### src/hdl/kl_ebus_cfg.svh
`ifndef KL_EBUS_CFG_SVH
`define KL_EBUS_CFG_SVH

// EBUS data word and AR width
`define KL_WORD_BITS 36

// Bits held by one EDP board
`define KL_SLICE_BITS 6

// EDP boards making up AR
`define KL_SLICES 6

// Diagnostic function code width
`define KL_DS_BITS 3

`endif

### src/hdl/kl_ebus_pkg.sv
`default_nettype none

`include "kl_ebus_cfg.svh"

package kl_ebus_pkg;

  // Diagnostic functions, codes 5 to 7 are ignored
  typedef enum logic [`KL_DS_BITS-1:0] {
    DS_WR_AR  = 3'd0,
    DS_RD_AR  = 3'd1,
    DS_INC_AR = 3'd2,
    DS_WR_IR  = 3'd3,
    DS_RD_IR  = 3'd4
  } ds_e;

  // One EBUS word in KL numbering, bit 0 is the most significant.
  // Seen either whole or as the six EDP fields, field 0 is bits 0 to 5
  typedef union packed {
    logic [0:`KL_WORD_BITS-1]                   word;
    logic [0:`KL_SLICES-1][0:`KL_SLICE_BITS-1] field;
  } ebus_word_u;

endpackage

`default_nettype wire

### src/hdl/diag_if.sv
`timescale 1ns/10ps
`default_nettype none

// Decoded diagnostic controls, fanned out to every EDP slice
interface diag_if;

  // One-cycle write pulse for AR
  logic load;

  // One-cycle increment pulse, also the carry into the low slice
  logic inc;

  // Slices put AR on the bus while high
  logic read_ar;

  // Write data registered with the strobe
  kl_ebus_pkg::ebus_word_u wdata;

  modport decoder (
    output load,
    output inc,
    output read_ar,
    output wdata
  );

  modport slice (
    input load,
    input inc,
    input read_ar,
    input wdata
  );

endinterface

`default_nettype wire

### src/hdl/diag_decoder.sv
`timescale 1ns/10ps
`default_nettype none

module diag_decoder (
  input  logic                    clk,
  input  logic                    rst_n,
  input  logic                    diag_strobe,
  input  kl_ebus_pkg::ds_e        ds,
  input  kl_ebus_pkg::ebus_word_u wdata,
  diag_if.decoder                 diag,
  output kl_ebus_pkg::ebus_word_u ir,
  output logic                    ir_driving
);

  logic ir_load;

  // Function decode, controls reach the slices one cycle after the strobe
  always_ff @(posedge clk or negedge rst_n) begin
    if (!rst_n) begin
      diag.load    <= 1'b0;
      diag.inc     <= 1'b0;
      diag.read_ar <= 1'b0;
      ir_load      <= 1'b0;
      ir_driving   <= 1'b0;
    end else begin
      diag.load    <= diag_strobe && (ds == kl_ebus_pkg::DS_WR_AR);
      diag.inc     <= diag_strobe && (ds == kl_ebus_pkg::DS_INC_AR);
      diag.read_ar <= diag_strobe && (ds == kl_ebus_pkg::DS_RD_AR);
      ir_load      <= diag_strobe && (ds == kl_ebus_pkg::DS_WR_IR);
      ir_driving   <= diag_strobe && (ds == kl_ebus_pkg::DS_RD_IR);
    end
  end

  // Write data follows the strobe that carried it
  always_ff @(posedge clk) begin
    if (diag_strobe) begin
      diag.wdata <= wdata;
    end
  end

  // IR lives on this board, written in the same cycle AR would be
  always_ff @(posedge clk or negedge rst_n) begin
    if (!rst_n) begin
      ir <= '0;
    end else if (ir_load) begin
      ir <= diag.wdata;
    end
  end

  // Undefined function codes are dropped without effect
  a_ds_defined: assert property (
    @(posedge clk) disable iff (!rst_n)
    diag_strobe |-> ds inside {kl_ebus_pkg::DS_WR_AR, kl_ebus_pkg::DS_RD_AR,
                               kl_ebus_pkg::DS_INC_AR, kl_ebus_pkg::DS_WR_IR,
                               kl_ebus_pkg::DS_RD_IR}
  ) else $warning("diag function code %0d is not defined and is ignored", ds);

endmodule

`default_nettype wire

### src/hdl/ebus_mux.sv
`timescale 1ns/10ps
`default_nettype none

`include "kl_ebus_cfg.svh"

module ebus_mux (
  input  logic                                     clk,
  input  logic                                     rst_n,
  input  logic [0:`KL_SLICES-1][0:`KL_SLICE_BITS-1] slice_field,
  input  logic [0:`KL_SLICES-1]                    slice_driving,
  input  kl_ebus_pkg::ebus_word_u                  ir,
  input  logic                                     ir_driving,
  output kl_ebus_pkg::ebus_word_u                  rdata,
  output logic                                     rd_valid
);

  kl_ebus_pkg::ebus_word_u bus;
  logic                    any_driving;

  assign any_driving = ir_driving || (|slice_driving);

  // IR wins, then the EDP group, each board filling its own field
  always_comb begin
    bus = '0;
    if (ir_driving) begin
      bus = ir;
    end else if (|slice_driving) begin
      for (int i = 0; i < `KL_SLICES; i++) begin
        bus.field[i] = slice_field[i];
      end
    end
  end

  // Read word held until the next read
  always_ff @(posedge clk or negedge rst_n) begin
    if (!rst_n) begin
      rd_valid <= 1'b0;
      rdata    <= '0;
    end else begin
      rd_valid <= any_driving;
      if (any_driving) begin
        rdata <= bus;
      end
    end
  end

  a_one_driver: assert property (
    @(posedge clk) disable iff (!rst_n)
    !(ir_driving && (|slice_driving))
  ) else $error("IR and EDP drive the EBUS together");

  // All EDP boards read AR as a group
  a_slices_agree: assert property (
    @(posedge clk) disable iff (!rst_n)
    (slice_driving == '0) || (&slice_driving)
  ) else $error("EDP driving flags disagree: %b", slice_driving);

endmodule

`default_nettype wire

### src/hdl/edp_slice.sv
`timescale 1ns/10ps
`default_nettype none

`include "kl_ebus_cfg.svh"

module edp_slice #(
  parameter int SLICE = 0
) (
  input  logic                       clk,
  input  logic                       rst_n,
  diag_if.slice                      diag,
  input  logic                       carry_in,
  output logic                       carry_out,
  output logic [0:`KL_SLICE_BITS-1]  field,
  output logic                       driving
);

  logic [0:`KL_SLICE_BITS-1] ar;

  // Carry ripples toward bit 0 only through an all-ones slice
  assign carry_out = carry_in && (&ar);

  always_ff @(posedge clk or negedge rst_n) begin
    if (!rst_n) begin
      ar <= '0;
    end else if (diag.load) begin
      ar <= diag.wdata.field[SLICE];
    end else if (diag.inc) begin
      ar <= ar + `KL_SLICE_BITS'(carry_in);
    end
  end

  // Bus drive straight from AR while the read is selected
  assign driving = diag.read_ar;
  assign field   = diag.read_ar ? ar : '0;

  // The decoder never issues write and increment in the same cycle
  a_load_inc_excl: assert property (
    @(posedge clk) disable iff (!rst_n)
    !(diag.load && diag.inc)
  ) else $error("slice %0d sees load and inc together", SLICE);

endmodule

`default_nettype wire

### src/hdl/kl_ebus_top.sv
`timescale 1ns/10ps
`default_nettype none

`include "kl_ebus_cfg.svh"

module kl_ebus_top (
  input  logic                     clk,
  input  logic                     rst_n,
  input  logic                     diag_strobe,
  input  logic [`KL_DS_BITS-1:0]   ds,
  input  logic [0:`KL_WORD_BITS-1] wdata,
  output logic [0:`KL_WORD_BITS-1] rdata,
  output logic                     rd_valid
);

  diag_if diag ();

  kl_ebus_pkg::ebus_word_u                  ir;
  logic                                     ir_driving;
  logic [0:`KL_SLICES-1][0:`KL_SLICE_BITS-1] slice_field;
  logic [0:`KL_SLICES-1]                    slice_driving;

  // carry[i + 1] feeds slice i, carry out of slice 0 is dropped
  logic [0:`KL_SLICES]                      carry;

  assign carry[`KL_SLICES] = diag.inc;

  diag_decoder u_decoder (
    .clk         (clk),
    .rst_n       (rst_n),
    .diag_strobe (diag_strobe),
    .ds          (kl_ebus_pkg::ds_e'(ds)),
    .wdata       (wdata),
    .diag        (diag.decoder),
    .ir          (ir),
    .ir_driving  (ir_driving)
  );

  // Six EDP boards, slice 5 holds the low bits
  for (genvar g = 0; g < `KL_SLICES; g++) begin : g_edp
    edp_slice #(
      .SLICE (g)
    ) u_slice (
      .clk       (clk),
      .rst_n     (rst_n),
      .diag      (diag.slice),
      .carry_in  (carry[g+1]),
      .carry_out (carry[g]),
      .field     (slice_field[g]),
      .driving   (slice_driving[g])
    );
  end

  ebus_mux u_mux (
    .clk           (clk),
    .rst_n         (rst_n),
    .slice_field   (slice_field),
    .slice_driving (slice_driving),
    .ir            (ir),
    .ir_driving    (ir_driving),
    .rdata         (rdata),
    .rd_valid      (rd_valid)
  );

endmodule

`default_nettype wire

### config.mk
export PLATFORM = sky130hd
export DESIGN_NAME = kl_ebus_top
export DESIGN_NICKNAME = d
export VERILOG_FILES = /design/src/hdl/kl_ebus_pkg.sv /design/src/hdl/diag_if.sv /design/src/hdl/diag_decoder.sv /design/src/hdl/ebus_mux.sv /design/src/hdl/edp_slice.sv /design/src/hdl/kl_ebus_top.sv
export VERILOG_INCLUDE_DIRS = /design/src /design/src/hdl
export SDC_FILE = /design/constraint.sdc
export NUM_CORES = 1
export LEC_CHECK = 0
export BUFFER_PORTS_ARGS = -buffer_cell sky130_fd_sc_hd__clkbuf_2
export CAP_MARGIN = 40
export CORE_ASPECT_RATIO = 0.8
export CORE_MARGIN = 4
export CORE_UTILIZATION = 47
export CTS_CLUSTER_SIZE = 30
export DETAILED_ROUTE_END_ITERATION = 8
export PLACE_DENSITY = 0.77
export SLEW_MARGIN = 20
export SYNTH_ARGS = -nofsm -noshare
export SYNTH_HDL_FRONTEND = slang
export SYNTH_SLANG_ARGS = --single-unit
### constraint.sdc
create_clock -name clk -period 2.12 [get_ports clk]
set_input_delay 0.424 -clock clk [delete_from_list [all_inputs] [get_ports clk]]
set_output_delay 0.424 -clock clk [all_outputs]
set_load 0.05 [all_outputs]
# Yosys cells after proc, flatten, opt, wreduce, memory -nomap -nowiden
# Cells that the tools add are included.
word_totals:
  reg_bits: 150
  latchBits: 0
  ram_bits: 0
  mem_bits_ro: 0
  inputBits: 42
  output_inout_bits: 37
  word_cells: 57
  mem_count: 0
classes:
  add_sub_neg: 6
  n_mul: 0
  div: 0
  n_lt_le_gt_ge: 0
  n_eq_ne: 4
  n_shift: 0
  n_mux: 14
  n_bitwise: 0
  n_reduce_logical: 18
ops:
  columns: ["cell", "count"]
  rows:
  - ["36-bit two-way mux", 2]
  - ["6-bit two-way mux", 12]
  - ["6-bit by 1-bit adder with 6-bit output", 6]
  - ["6-bit AND reduction", 5]
  - ["1-bit logical AND", 10]
  - ["3-bit by 2-bit == test with 1-bit output (second input constant)", 2]
  - ["3-bit by 1-bit == test with 1-bit output (second input constant)", 1]
  - ["3-bit == test (second input constant)", 1]
  - ["3-bit logical NOT", 1]
  - ["2-bit nonzero test", 1]
  - ["1-bit logical OR", 1]

# Longest topological paths before layout
depth:
  depth_word: 9
  mapped_depth: 9

# By module
# A second synthesis with hierarchy kept.
hier_totals:
  hier_cells: 588
  hier_area_um2: 6921.6
modules_own_cells:
  columns: ["mod", "instances", "cells_per_inst", "area_per_inst_um2", "seq_area_each_um2"]
  rows:
  - ["diag_decoder", 1, 122, 2745.1, 2107.0]
  - ["edp_slice", 6, 43, 379.1, 150.1]
  - ["ebus_mux", 1, 208, 1901.8, 925.9]

# Worst setup path before layout
# OpenSTA, ideal clock, no wires.
synth_path:
  path_kind: "register to register"
  from: "register u_decoder.diag.inc"
  to: "register g_edp[1].u_slice.ar[0] (netlist name)"
  t_arrival_ps: 2253
  required_time_ps: 2051
  slack_ps: -202
  stages_incl_launch_ff: 9
  n_path_buf: 1
  period_less_slack_ps: 2322
  cell_sequence: "dfrtp_1 buf_4 nand3_2 or4_4 nor4_2 ha_1 nand4_1 or4_1 nand3_1"
synth_via:
  elab_chain_len: 7
  elab_cells_between_ends: 8
  classes_between: "add/sub (1); mux (2); reduce/logical (5)"
synth_lines:
  columns: ["element", "line", "rtl"]
  rows:
  - ["from (decl)", "diag_if.sv:21", "output inc,"]
  - ["from (signal assigned)", "diag_decoder.sv:27", "diag.inc <= diag_strobe && (ds == kl_ebus_pkg::DS_INC_AR);"]
  - ["1-bit logical AND (4 in a row)", "edp_slice.sv:21", "assign carry_out = carry_in && (&ar);"]
  - ["6-bit by 1-bit adder with 6-bit output", "edp_slice.sv:29", "ar <= ar + `KL_SLICE_BITS'(carry_in);"]
  - ["6-bit two-way mux", "edp_slice.sv:28", "end else if (diag.inc) begin"]
  - ["6-bit two-way mux", "edp_slice.sv:26", "end else if (diag.load) begin"]
  - ["to (signal assigned)", "edp_slice.sv:27", "ar <= diag.wdata.field[SLICE];"]
  - ["to (signal assigned)", "edp_slice.sv:29", null]
  - ["to (decl)", "edp_slice.sv:18", "logic [0:`KL_SLICE_BITS-1] ar;"]
# Parallel ways exist; a longest one is shown, timed or not. The select of a mux whose other input is x is not followed.
# A chain may end at the register's enable or synchronous reset.

# Final worst setup path
layout_path:
  from: "register g_edp[5].u_slice.ar[4] (netlist name)"
  to: "register g_edp[1].u_slice.ar[0] (netlist name)"
layout_via:
  elab_chain_len: 8
layout_lines:
  columns: ["element", "line"]
  rows:
  - ["from (decl)", "edp_slice.sv:18"]
  - ["from (signal assigned)", "edp_slice.sv:27"]
  - ["from (signal assigned)", "edp_slice.sv:29"]
  - ["6-bit AND reduction", "edp_slice.sv:21"]
  - ["1-bit logical AND (4 in a row)", "edp_slice.sv:21"]
  - ["6-bit by 1-bit adder with 6-bit output", "edp_slice.sv:29"]
  - ["6-bit two-way mux", "edp_slice.sv:28"]
  - ["6-bit two-way mux", "edp_slice.sv:26"]
# Every way passes these cells. The select of a mux whose other input is x is not followed.

==> impl_results.md <==
* Outcome: finished with violations
* Failing checks: setup timing
* N_diodes at 0
* GPL Wtd Cong at 0.811
* DP Worst Slack at -0.0847 ns
* CP cell instances: nand4_1 -> or4_4 -> nor4_4 -> ha_2 -> nand4_1 -> or4_1 -> nand3_1
* RSZ-0062 raised after global routing: yes
* Ys Warns at 0
* DR WL/cell at 16.7 µm
* Synthesized area at 0.00628 mm²
* Antenna violations before repair at 0
* CP Data Arrival Time at 2.57 ns
* Max-cap viol count at 0
* HPWL after DPL at 8740 µm
* Post-synthesis sequential area ratio at 62.6%
* Clock Latency Late Sink at 0.41 ns
* Hold Path Class: in2async
* Slowest-stage cell, CP: or4_4
* Relative slew slack at 56.6%
* CTS root buffer: clkbuf_16
* GRT Overall Usage at 18.4%
* Synth cell types at 26
* CTS Buf Count at 17
* Layout area overhead at 24.0%
* DIE HEIGHT at 111 µm
* Initial Util at 48.5%
* GRT Residual Overflow at 0
* Crit path max-delay family: simple AND/OR/NAND/NOR gates
* Post-Route WL at 13,300 µm
* Vias at 4,211
* Worst Path Buf+Inv at 0
* Met3 usage at 4.56%
* Crit path kind: reg2reg
* Synthesized Nets at 560
* Final hold viol count at 0
* PD cells at 1180 mW/mm²
* Number of port buffers at 78
* Mean post-synth cell area at 12.4 µm²
* Crit path max fanout at 3
* CP most frequent cell: nand4_1
* Largest net degree at the start of global routing at 115
* Worst-path clk slew at 0.06 ns
* # IOs at 79
* Area of the core at 0.0130 mm²
* First-pass GRT wire length at 21,900 µm
* Final ANT Viol Nets at 0
* M1 GR Usage at 24.9%
* Row cnt at 37
* Chip Width at 137 µm
* Placed cell count at 762
* CP Launch Type: register
* Flops & latches, synth at 150
* Actual slew at the worst max-slew pin at 0.651 ns
* Final setup margin at -0.0978 ns
* Final nets at 663
* Critical path's largest stage delay at 0.61 ns
* CTS tree: built
* Final setup fails at 9
* Met2 GRT Util at 29.2%
* Cell count after synthesis at 506
* Slew Viols, Final at 0
* Static leakage at 3.24 nW
* Via density at 5.28
* CTS Sinks at 150
* Fmax at 451 MHz
* Final non-filler cell total at 797
* DRT iter0 DRCs at 221
* Final period utilization at 105%
* Pre-Repair DR Iteration Count at 5
* VDD IR max at 0.652 mV
* Gr busiest metal: met2
* Final worst path period need at 2.22 ns
* H-Tree Depth at 4
* Fill cell count at 1,020
* Skew final at 0.00764 ns
* Critical Path RT at 2.47 ns
* Clock Tree Buf Depth at 2
* CP endpoint kind: register
* Die area at 0.0153 mm²
* Vias in the first global route at 4,238
* # DRC at 0
* Layout cells sized above 1 at 31.8%
* Post-CTS Hold Fix Bufs at 0
[per-layer routing]
metal  wire length (µm)  part of all wire [%]
met5                  0                     0
met4                110                  0.82
met3                700                   5.2
met2               6530                    49
met1               6000                    45
[final timing paths]
kind / startpoint / endpoint / slack, ns / depth (start not counted)
worst max-delay path: g_edp[5].u_slice.ar[4]$_DFFE_PN0P_ / g_edp[1].u_slice.ar[0]$_DFFE_PN0P_ / -0.1 / 7
worst min-delay path: rst_n / u_mux.rdata[20]$_DFFE_PN0P_ / 0.04 / 2
worst max register to register: g_edp[5].u_slice.ar[4]$_DFFE_PN0P_ / g_edp[1].u_slice.ar[0]$_DFFE_PN0P_ / -0.1 / 7
worst min register to register: u_decoder.ir[4]$_DFFE_PN0P_ / u_mux.rdata[4]$_DFFE_PN0P_ / 0.48 / 2
max in group asynchronous: rst_n / u_decoder.diag.load$_DFF_PN0_ / 1.54 / 2
min in group clk: wdata[29] / u_decoder.diag.wdata[6]$_DFFE_PP_ / 0.18 / 1
[state kept, by name (all words and copies together) (netlist names)]
signal and flops:
u_decoder.diag.read_ar 1, u_decoder.ir_driving 1, u_decoder.ir_load 1, u_decoder.diag.wdata 36
u_mux.rd_valid 1, g_edp.u_slice.ar 36, u_decoder.diag.load 1, u_decoder.ir 36
u_mux.rdata 36, u_decoder.diag.inc 1
[synth_stat cells]
cell type    n  share of area, %
and3b_1      1              0.14
nor3_1       1             0.080
nor2_1       5              0.30
or2_2        2              0.20
nor3b_1      1              0.12
clkbuf_1    17               1.0
and3_1       1              0.10
nand3_1     13               1.0
and4bb_2     1              0.20
nand3_2      1              0.16
or4_4        1              0.18
buf_2       10              0.80
inv_1        1             0.060
dfrtp_1    114                45
o21ai_0     72               5.7
nand4_1     15               1.5
xor2_1      18               2.5
edfxtp_1    36                17
nor4_2       1              0.20
ha_1        12               2.4
mux2_2      36               6.5
buf_4        1              0.12
or4_1        6              0.72
nand2_1     85               5.1
nor2b_1      7              0.70
mux2i_1     48               7.6
[area by class of cell]
class	instances	area, µm²	area share [%]
sequential	150	3940	50.5
multi-input combinational	327	2310	29.7
timing repair buffer	112	689	8.84
clock buffer	23	478	6.13
tap	175	219	2.81
clock inverter	9	151	1.94
inverter	1	3.75	0.0482
[cell usage in the layout, fill, tap and decap left out, types with 13 or more instances in the layout]
cell and instances:
nand4_1 15, clkbuf_2 77, dfrtp_1 110, nand3_1 13, buf_4 31, edfxtp_1 36
mux2i_1 48, o21ai_0 61, clkbuf_16 17, mux2_2 36, nand2_1 85, xor2_1 17
[cells by family (layout without fill, tap and decap cells)]
| kind of cell | count (synthesis) | count (layout) | synth area share (%) |
|---|---|---|---|
| xor+xnor | 18 | 18 | 2.51 |
| simple gates | 141 | 141 | 10.7 |
| compound gates | 72 | 72 | 5.73 |
| mux | 84 | 84 | 14.1 |
| flops | 150 | 150 | 62.6 |
| buf+inv | 29 | 145 | 1.99 |
| fa+ha+maj | 12 | 12 | 2.39 |
[repair_timing]
| action | 4_1_cts | 5_1_grt |
|---|---|---|
| buffers inserted | 2 | 1 |
| pin swaps | 0 | 9 |
| gates resized for setup | 13 | 13 |
| setup endpoints to repair | 11 | 18 |
[power breakdown]
group / switching [W] / internal [W] / total, W
clock network: 0.00110 / 0.00206 / 0.00316
registers: 0.000461 / 0.00358 / 0.00404
logic: 0.00135 / 0.000673 / 0.00202
[through the flow]
step	hold WS [ns]	setup TNS, ns	power, W	area [µm²]	utilization [%]
CTS	0.115	-0.528	0.00929	7730	59.7
global placement	0.459	-0.0800	0.00598	7070	54.5
global route	0.153	-1.82	0.00969	7790	60.1
detailed placement	0.466	-0.477	0.00608	7070	54.5
floorplan	0.128	-0.0986	0.00534	6300	-
finish	0.0388	-0.504	0.00923	7790	60.1
(Power assumes the default switching activity.)
